**src/source/vex_pkg.sv**
```systemverilog
package vex_pkg;

    // four lanes, one 32-bit bank each
    localparam int NUM_LANES  = 4;
    localparam int WORD_W     = 32;
    localparam int BYTES_W    = WORD_W / 8;
    localparam int VREG_IDX_W = 5;

    typedef logic [WORD_W-1:0] word_t;

    // banks decode only the low bits their depth needs
    typedef logic [VREG_IDX_W-1:0] vreg_idx_t;

    typedef logic [NUM_LANES-1:0] lane_mask_t;

    // element k sits at bits [32k+31:32k]
    typedef word_t [NUM_LANES-1:0] vlane_word_t;

    // 4 byte enables per lane
    typedef logic [NUM_LANES-1:0][BYTES_W-1:0] vbyte_wen_t;

    typedef enum logic [3:0] {
        VALU_ADD  = 4'd0,
        VALU_SUB  = 4'd1,
        VALU_AND  = 4'd2,
        VALU_OR   = 4'd3,
        VALU_XOR  = 4'd4,
        VALU_MIN  = 4'd5,
        VALU_MAX  = 4'd6,
        VALU_MINU = 4'd7,
        VALU_MAXU = 4'd8,
        VALU_SEQ  = 4'd9,
        VALU_SLT  = 4'd10,
        VALU_SLTU = 4'd11
    } valu_op_e;

    // source of the vs1-side operand
    typedef enum logic {
        OPB_VREG   = 1'b0,
        OPB_SCALAR = 1'b1
    } opb_sel_e;

endpackage

```
**src/source/bank_wr_if.sv**
```systemverilog
`timescale 1ns/1ps

interface bank_wr_if;
    import vex_pkg::*;

    // one cycle of valid is one write at that edge
    logic       valid;
    vreg_idx_t  vd;
    vlane_word_t wdata;
    vbyte_wen_t byte_wen;

    modport writer (
        output valid,
        output vd,
        output wdata,
        output byte_wen
    );

    modport bank (
        input valid,
        input vd,
        input wdata,
        input byte_wen
    );

endinterface

```
**src/source/vector_bank.sv**
```systemverilog
`timescale 1ns/1ps

module vector_bank #(
    parameter int         NUM_REGS = 8,
    parameter logic [1:0] LANE     = 2'd0
) (
    input  logic              CLK,
    input  logic              rst_n,
    input  vex_pkg::vreg_idx_t rs1,
    input  vex_pkg::vreg_idx_t rs2,
    input  vex_pkg::vreg_idx_t rs3,
    bank_wr_if.bank           wr,
    output vex_pkg::word_t    rdat1,
    output vex_pkg::word_t    rdat2,
    output vex_pkg::word_t    rdat3,
    output vex_pkg::word_t    v0_elem
);
    import vex_pkg::*;

    localparam int IDX_W = $clog2(NUM_REGS);

    word_t            regs [NUM_REGS];
    logic [IDX_W-1:0] wr_idx;

    assign wr_idx = wr.vd[IDX_W-1:0];

    always_ff @(posedge CLK or negedge rst_n) begin
        if (!rst_n) begin
            for (int r = 0; r < NUM_REGS; r++) begin
                regs[r] <= '0;
            end
        end else if (wr.valid) begin
            // only this lane's slice of the vector write
            for (int b = 0; b < BYTES_W; b++) begin
                if (wr.byte_wen[LANE][b]) begin
                    regs[wr_idx][8*b +: 8] <= wr.wdata[LANE][8*b +: 8];
                end
            end
        end
    end

    // async reads
    assign rdat1   = regs[rs1[IDX_W-1:0]];
    assign rdat2   = regs[rs2[IDX_W-1:0]];
    assign rdat3   = regs[rs3[IDX_W-1:0]];
    assign v0_elem = regs[0];

    // writers must stay inside the bank depth
    a_wr_in_range: assert property (@(posedge CLK) disable iff (!rst_n)
        wr.valid |-> (int'(wr.vd) < NUM_REGS))
        else $error("bank %0d write to v%0d beyond depth", LANE, wr.vd);

endmodule

```
**src/flat_wrapper.sv**
```systemverilog
// flat-port wrapper written by rule: the top's interface ports become plain ports
module vector_bank_flat import vex_pkg::*;
#(
    parameter int         NUM_REGS = 8,
    parameter logic [1:0] LANE     = 2'd0
)
  (CLK, rst_n, rs1, rs2, rs3, rdat1, rdat2, rdat3, v0_elem, wr_valid, wr_vd, wr_wdata, wr_byte_wen);
  bank_wr_if wr_i ();
  input  logic CLK;
  input  logic rst_n;
  input  vex_pkg::vreg_idx_t rs1;
  input  vex_pkg::vreg_idx_t rs2;
  input  vex_pkg::vreg_idx_t rs3;
  output vex_pkg::word_t rdat1;
  output vex_pkg::word_t rdat2;
  output vex_pkg::word_t rdat3;
  output vex_pkg::word_t v0_elem;
  input wire logic [$bits(wr_i.valid)-1:0] wr_valid;
  input wire logic [$bits(wr_i.vd)-1:0] wr_vd;
  input wire logic [$bits(wr_i.wdata)-1:0] wr_wdata;
  input wire logic [$bits(wr_i.byte_wen)-1:0] wr_byte_wen;
  assign wr_i.valid = wr_valid;
  assign wr_i.vd = wr_vd;
  assign wr_i.wdata = wr_wdata;
  assign wr_i.byte_wen = wr_byte_wen;
  vector_bank #(.NUM_REGS(NUM_REGS), .LANE(LANE)) u_core (.CLK(CLK), .rst_n(rst_n), .rs1(rs1), .rs2(rs2), .rs3(rs3), .wr(wr_i), .rdat1(rdat1), .rdat2(rdat2), .rdat3(rdat3), .v0_elem(v0_elem));
endmodule
```
**config.mk**
```make
export PLATFORM = sky130hd
export DESIGN_NAME = vector_bank_flat
export DESIGN_NICKNAME = d
export VERILOG_FILES = /design/src/source/vex_pkg.sv /design/src/source/bank_wr_if.sv /design/src/source/vector_bank.sv /design/src/flat_wrapper.sv
export SDC_FILE = /design/constraint.sdc
export NUM_CORES = 1
export LEC_CHECK = 0
export ABC_AREA = 1
export BUFFER_PORTS_ARGS = -buffer_cell sky130_fd_sc_hd__buf_2
export CELL_PAD_IN_SITES_DETAIL_PLACEMENT = 0
export CELL_PAD_IN_SITES_GLOBAL_PLACEMENT = 1
export CORE_UTILIZATION = 42
export CTS_CLUSTER_DIAMETER = 60
export DETAILED_ROUTE_END_ITERATION = 10
export GPL_ROUTABILITY_DRIVEN = 0
export PLACE_DENSITY = 0.9
export SLEW_MARGIN = 20
export SYNTH_ARGS = -nofsm -noshare
export SYNTH_HDL_FRONTEND = slang
export SYNTH_SLANG_ARGS = --single-unit
```
**constraint.sdc**
```tcl
create_clock -name CLK -period 3.9 [get_ports CLK]
set_clock_uncertainty 0.05 [all_clocks]
set_input_delay 0.975 -clock CLK [delete_from_list [all_inputs] [get_ports CLK]]
set_output_delay 0.975 -clock CLK [all_outputs]
set_load 0.01 [all_outputs]
```
==> flow_metrics.py, run 1 <==
metrics = {
    "layout": {
        "multi_input_area_mm2": 0.009024,
        "seq_area_mm2": 0.006406,
        "final_cell_mix": "nand2_1 (1524), nand3_1 (388), inv_1 (298)",
        "syn_to_final_growth_pct": 14.65,
        "post-route-util": 0.4899,
        "fin_nets": 3193,
        "nFillCells": 4252,
        "stdcell_area_mm2": 0.02005,
        "final_layout_size_suffix_gt1_frac": 0.09862,
        "mostFrequentLayoutCell": "nand2_1",
    },
    "setup_path": {
        "startpoint": "rs1[0]",
        "max_stage_delay_ns": 0.51,
        "rrSetupSlack_ns": 3.06,
        "critPathSlowestCell": "buf_12",
        "crit_arrival_ns": 2.37,
        "critPathCapture": "rdat1[10]",
        "cpMostUsedCell": "nand2_1",
        "cp_max_fo": 128,
        "rr_worst_depth": 2,
        "r2r_start": "u_core.v0_elem[4]$_DFFE_PN0P_",
        "reg2reg_to": "u_core.v0_elem[4]$_DFFE_PN0P_",
        "crit_required_ns": 2.87,
        "cp-end-kind": "primary output",
        "start_kind": "input port",
        "cp_cell_sequence": "buf_4 > buf_12 > nand2_1 > nand3_1 > nand2_1 > nand2_1 > nand2_1 > buf_2",
        "worstSetupPathType": "input port to primary output",
    },
    "synth": {
        "synth_seq_area_share": 0.3663,
        "synth-seq-cells": 256,
        "synth_area_per_cell_um2": 5.916,
        "yosysWarnings": 0,
        "synthCells": 2956,
        "netlist_area_mm2": 0.01749,
        "yosysUniqueCellTypes": 12,
        "synth_area_leaders": "dfrtp_1 (37%), nand2_1 (33%), nand3_1 (11%), o21ai_0 (7.3%), inv_1 (6.5%)",
        "synthesis.nets": 3123,
        "yosys.area.top_type": "dfrtp_1",
        "synth_top_cell_area_share": 0.3663,
    },
    "detailed_routing": {
        "wl_per_cell_um": 18.57,
        "drcViolationCount": 0,
        "drtPass1Iterations": 8,
        "wl_um": 66590,
        "antenna_left": 0,
        "vias_per_cell": 5.408,
        "drtIter0Drc": 2001,
        "num_vias": 19393,
    },
    "global_routing": {
        "grt.overflow.total": 0,
        "grt_max_degree": 129,
        "grt_pass1_wl_um": 103200,
        "grt_pass1_vias": 18604,
        "antenna_found_initial": 3,
        "track_usage": 0.3156,
    },
    "flow_run": {
        "cap_viol_max_count": 0,
    },
    "clock_network": {
        "clk_pin_slew_worst_paths_ns": 0.06,
        "post-cts-setup-buffer-count": 0,
        "numCtsBuffers": 35,
        "cts.repair.resized": 0,
        "cts.path.max_buffers": 3,
        "ctsHoldBuffers": 0,
        "htree_levels": 2,
        "insertion_delay_ns": 0.53,
        "root_buffer": "clkbuf_16",
        "cts_tree": "done",
        "cts_num_sinks": 256,
    },
    "power_and_ir_drop": {
        "p_sw_uw": 3569,
        "pwr-share-seq": 0.355,
        "powerDensity_mw_per_mm2": 493.7,
        "power_frac_comb": 0.306,
        "p_int_uw": 6329,
        "switching_share": 0.3605,
        "p_leak_uw": 0.01140,
        "peakVddDrop_uv": 251.2,
        "clockPowerShare": 0.339,
    },
    "place": {
        "io_buffers": 178,
        "dp_hpwl_um": 41070,
        "placed_cell_area_mm2": 0.01885,
    },
    "timing": {
        "setup_viol": 0,
        "fin_crit_sh": 0.8708,
        "max_freq_mhz": 294.4,
        "whs_ns": 0.3414,
        "hold_violations": 0,
        "worst_pin_slew_ns": 0.7281,
        "rsz0062_at_grt": "no",
        "finalCriticalPeriod_ns": 3.396,
        "fin_tns_setup_ns": 0,
        "relSlewSlack": 0.5146,
        "finalMaxSlewViolations": 0,
    },
    "worst_hold_path": {
        "hold_class": "input port to asynchronous set/reset pin",
    },
    "die": {
        "initial_core_util": 0.4273,
        "chipWidth_um": 206.0,
        "fp-row-count": 74,
        "coreArea_mm2": 0.04092,
        "die_h_um": 206.0,
        "pin_count": 295,
        "dieArea_mm2": 0.04245,
    },
    "status": {
        "outcome": "finished clean",
    },
}
## critical path, delay by kind of cell
family / cells / cell delay (ns)
buffers and inverters: 3 / 0.79
and+or+nand+nor: 5 / 0.55
## sequential cells by signal, summed over array words and instances, names as in the netlist
signal and flops:
u_core.regs 224, u_core.v0_elem 32
## worst min-delay path by stage
stage                                 startpoint                            to  slack (ns)  cells past startpoint
floorplan           u_core.regs[100]$_DFFE_PN0P_  u_core.regs[100]$_DFFE_PN0P_        0.40                      2
detailed placement  u_core.regs[180]$_DFFE_PN0P_  u_core.regs[180]$_DFFE_PN0P_        0.42                      2
CTS                                        rst_n   u_core.regs[75]$_DFFE_PN0P_        0.37                      1
global route                               rst_n   u_core.regs[75]$_DFFE_PN0P_        0.38                      1
global placement    u_core.regs[191]$_DFFE_PN0P_  u_core.regs[191]$_DFFE_PN0P_        0.42                      2
finish                                     rst_n   u_core.regs[75]$_DFFE_PN0P_        0.34                      1
## power groups by stage
stage               clock (uW)  combinational, uW  sequential, uW
finish                    3360               3030            3510
global route              3510               3450            3570
CTS                       3390               3000            3500
detailed placement           0               2980            3550
global placement             0               2910            3530
floorplan                    0               2140            3460
## final cells by class
cell class	count	share of cell area
multi-input combinational	2188	0.4501
antenna	2	0.0002496
tap	532	0.03320
clock inverter	15	0.01024
inverter	304	0.05729
timing repair buffer	241	0.08013
clock buffer	48	0.04924
sequential	256	0.3195
## synth_stat cells, drive strengths merged
cell and number:
buf 75, clkbuf 133, dfrtp 256, inv 304, nand2 1524, nand3 388, nor2 16, nor3 4
o21ai 256
## per-stage QoR
step / setup WS (ns) / instances / power (uW)
after floorplan: 0.9919 / 2956 / 5601
after global placement: 0.5712 / 3521 / 6436
after detailed placement: 0.5502 / 3521 / 6530
after CTS: 0.5386 / 3584 / 9901
after global routing: 0.4526 / 3585 / 10540
final: 0.5037 / 3586 / 9898
## per-layer routing
layer | part of all wire | wire length (um) | global-route usage | vias to the layer above
met5 | 0.00026 | 17 | 0 | -
met4 | 0.042 | 2785 | 0.1476 | 2
met3 | 0.095 | 6342 | 0.05803 | 200
met2 | 0.44 | 29610 | 0.4950 | 1043
met1 | 0.42 | 27830 | 0.4200 | 8937
li1 | - | - | - | 9211
## kinds of logic after synthesis
logic type             Yosys count  synth area share
AO/OA/AOI/OAI                  256           0.07327
buffers and inverters          512            0.1176
flip-flops                     256            0.3663
AND/OR/NAND/NOR               1932            0.4428
Power figures use the tool's default switching activity.
==> run 2, diff against run 1 <==
--- a/config.mk
+++ b/config.mk
@@ -9,11 +9,11 @@
 export BUFFER_PORTS_ARGS = -buffer_cell sky130_fd_sc_hd__buf_2
 export CELL_PAD_IN_SITES_DETAIL_PLACEMENT = 0
 export CELL_PAD_IN_SITES_GLOBAL_PLACEMENT = 1
-export CORE_UTILIZATION = 42
+export CORE_UTILIZATION = 35
 export CTS_CLUSTER_DIAMETER = 60
 export DETAILED_ROUTE_END_ITERATION = 10
 export GPL_ROUTABILITY_DRIVEN = 0
-export PLACE_DENSITY = 0.9
+export PLACE_DENSITY = 0.81
 export SLEW_MARGIN = 20
 export SYNTH_ARGS = -nofsm -noshare
 export SYNTH_HDL_FRONTEND = slang
==> constraint.sdc (replaced) <==
create_clock -name CLK -period 2.8 [get_ports CLK]
set_clock_uncertainty 0.05 [all_clocks]
set_input_delay 0.7 -clock CLK [delete_from_list [all_inputs] [get_ports CLK]]
set_output_delay 0.7 -clock CLK [all_outputs]
set_load 0.01 [all_outputs]
==> run 2 against run 1 <==
  * Count of clock-buffer cells in the layout decreased by 1
  * Largest cell class unchanged
  * Core utilization decreased by 7.4 points
  * First-iteration DRC count increased by 7.6%
  * Sequential share of layout area is 0.58 points lower
  * Final cell count up 4.0%
  * Hold slack worse by 0.27 ns
  * Sequential power is 39% higher
  * Worst setup slack worse by 0.34 ns
  * Critical path type unchanged
==> flow_metrics.py, run 2 (synthesized netlist as in run 1, its figures left out) <==
metrics = {
    "layout": {
        "largest_register": "u_core.regs",
        "mostFrequentLayoutCell": "nand2_1",
        "fin_nets": 3202,
        "multi_input_area_mm2": 0.009024,
        "nFillCells": 5156,
        "syn_to_final_growth_pct": 16.78,
        "post-route-util": 0.4155,
        "seq_area_mm2": 0.006406,
        "largest_reg_flops": 224,
        "final_layout_size_suffix_gt1_frac": 0.1020,
        "final_cell_mix": "nand2_1 (1524), nand3_1 (388), inv_1 (298)",
    },
    "timing": {
        "finalCriticalPeriod_ns": 2.640,
        "worst_pin_slew_ns": 0.7846,
        "relSlewSlack": 0.4729,
        "max_freq_mhz": 378.8,
        "finalMaxSlewViolations": 0,
        "rsz0062_at_grt": "no",
        "setup_viol": 0,
        "hold_violations": 0,
        "fin_crit_sh": 0.9428,
        "fin_tns_setup_ns": 0,
    },
    "die": {
        "coreArea_mm2": 0.04915,
        "chipWidth_um": 225.5,
        "initial_core_util": 0.3558,
        "dieArea_mm2": 0.05086,
        "die_h_um": 225.5,
        "fp-row-count": 81,
        "pin_count": 295,
    },
    "power_and_ir_drop": {
        "p_leak_uw": 0.01149,
        "finalPower_uw": 13810,
        "peakVddDrop_uv": 329.6,
        "powerDensity_mw_per_mm2": 676.0,
    },
    "global_routing": {
        "track_usage": 0.2757,
        "grt.overflow.total": 0,
        "grt_pass1_vias": 18177,
        "grt_pass1_wl_um": 106900,
        "grt_max_degree": 68,
        "antenna_found_initial": 7,
    },
    "detailed_routing": {
        "wl_per_cell_um": 18.91,
        "antenna_left": 0,
        "wl_met3_um": 6648,
        "wirelength_met1_um": 29610,
        "met2_length_um": 32010,
        "drtIter0Drc": 2154,
        "num_vias": 19441,
        "wl_um": 70540,
        "top_layer_used": "met5",
        "vias_per_cell": 5.212,
        "drtPass1Iterations": 7,
        "drcViolationCount": 0,
    },
    "setup_path": {
        "start_kind": "input port",
        "worstSetupPathType": "input port to primary output",
        "critPathSlowestCell": "buf_12",
        "crit_arrival_ns": 1.89,
        "max_stage_delay_ns": 0.32,
        "crit_buf_inv": 4,
        "crit_required_ns": 2.05,
        "cpMostUsedCell": "nand2_1",
        "cp_cell_sequence": "buf_4 > inv_4 > buf_12 > nand2_1 > nand3_1 > nand2_1 > nand2_1 > nand2_1 > buf_2",
        "cp-end-kind": "primary output",
        "cp_max_fo": 62,
        "crit_family": "buffers and inverters",
    },
    "clock_network": {
        "cts_num_sinks": 256,
        "cts.repair.resized": 0,
        "ctsHoldBuffers": 0,
        "post-cts-setup-buffer-count": 0,
        "htree_levels": 2,
        "cts.path.max_buffers": 3,
        "insertion_delay_ns": 0.54,
        "root_buffer": "clkbuf_16",
        "numCtsBuffers": 36,
        "cts_tree": "done",
        "clk_pin_slew_worst_paths_ns": 0.06,
    },
    "place": {
        "io_buffers": 178,
        "dp_hpwl_um": 43270,
    },
    "status": {
        "outcome": "finished clean",
    },
    "worst_hold_path": {
        "hold_class": "input port to asynchronous set/reset pin",
    },
    "flow_run": {
        "cap_viol_max_count": 0,
    },
}
-- run 2: cell count changes in the layout (fill, tap and decap cells not counted), sizes merged --
cell / change
diode: +4
inv: +2
buf: +8
clkinv: -1
bufinv: -2
clkinvlp: +2
clkbuf: -1
-- run 2: power breakdown --
| group | total [uW] | leakage (uW) | switching (uW) | internal (uW) |
|---|---|---|---|---|
| logic | 4290 | 0.00776 | 2890 | 1400 |
| clock network | 4620 | 0.000571 | 1810 | 2810 |
| registers | 4890 | 0.00315 | 373 | 4520 |
-- run 2: metrics by stage --
| stage | setup WS [ns] | cells | cell area [um2] | hold slack [ns] |
|---|---|---|---|---|
| 6_report | 0.1602 | 3730 | 20420 | 0.07096 |
| 5_1_grt | 0.06747 | 3725 | 20410 | 0.09694 |
| 4_1_cts | 0.1637 | 3724 | 20410 | 0.08076 |
| 3_5_place_dp | 0.1386 | 3661 | 19230 | 0.4233 |
| 3_3_place_gp | 0.1621 | 3661 | 19230 | 0.4169 |
| 2_1_floorplan | 0.4419 | 2956 | 17490 | 0.3544 |
-- run 2: worst paths after layout --
check	start	endpoint	slack, ns	cells past startpoint
setup / recovery	rs1[0]	rdat1[6]	0.16	9
hold / removal	rst_n	u_core.regs[62]$_DFFE_PN0P_	0.07	1
setup reg to reg	u_core.v0_elem[0]$_DFFE_PN0P_	u_core.v0_elem[0]$_DFFE_PN0P_	1.94	2
hold reg to reg	u_core.regs[117]$_DFFE_PN0P_	u_core.regs[117]$_DFFE_PN0P_	0.43	2
max in group asynchronous	rst_n	u_core.v0_elem[24]$_DFFE_PN0P_	1.92	2
min in group CLK	wr_wdata[21]	u_core.regs[85]$_DFFE_PN0P_	0.38	3
-- run 2: layout make-up --
cell class	count	area share
Sequential cell	256	0.3137
Timing Repair Buffer	249	0.08897
Antenna cell	6	0.0007353
Tap cell	664	0.04068
Inverter	304	0.05625
Clock inverter	16	0.008639
Clock buffer	47	0.04914
Multi-Input combinational cell	2188	0.4419
-- run 2: worst reg2reg max path, stage by stage, from the launching register on --
cell	delay, ns
dfrtp_1	0.45
nand2_1	0.09
o21ai_0	0.11
-- run 2: metal layers --
metal	GRT usage	vias up
met5	0	-
met4	0.09699	6
met3	0.05137	159
met2	0.4421	996
met1	0.3702	9054
li1	-	9226
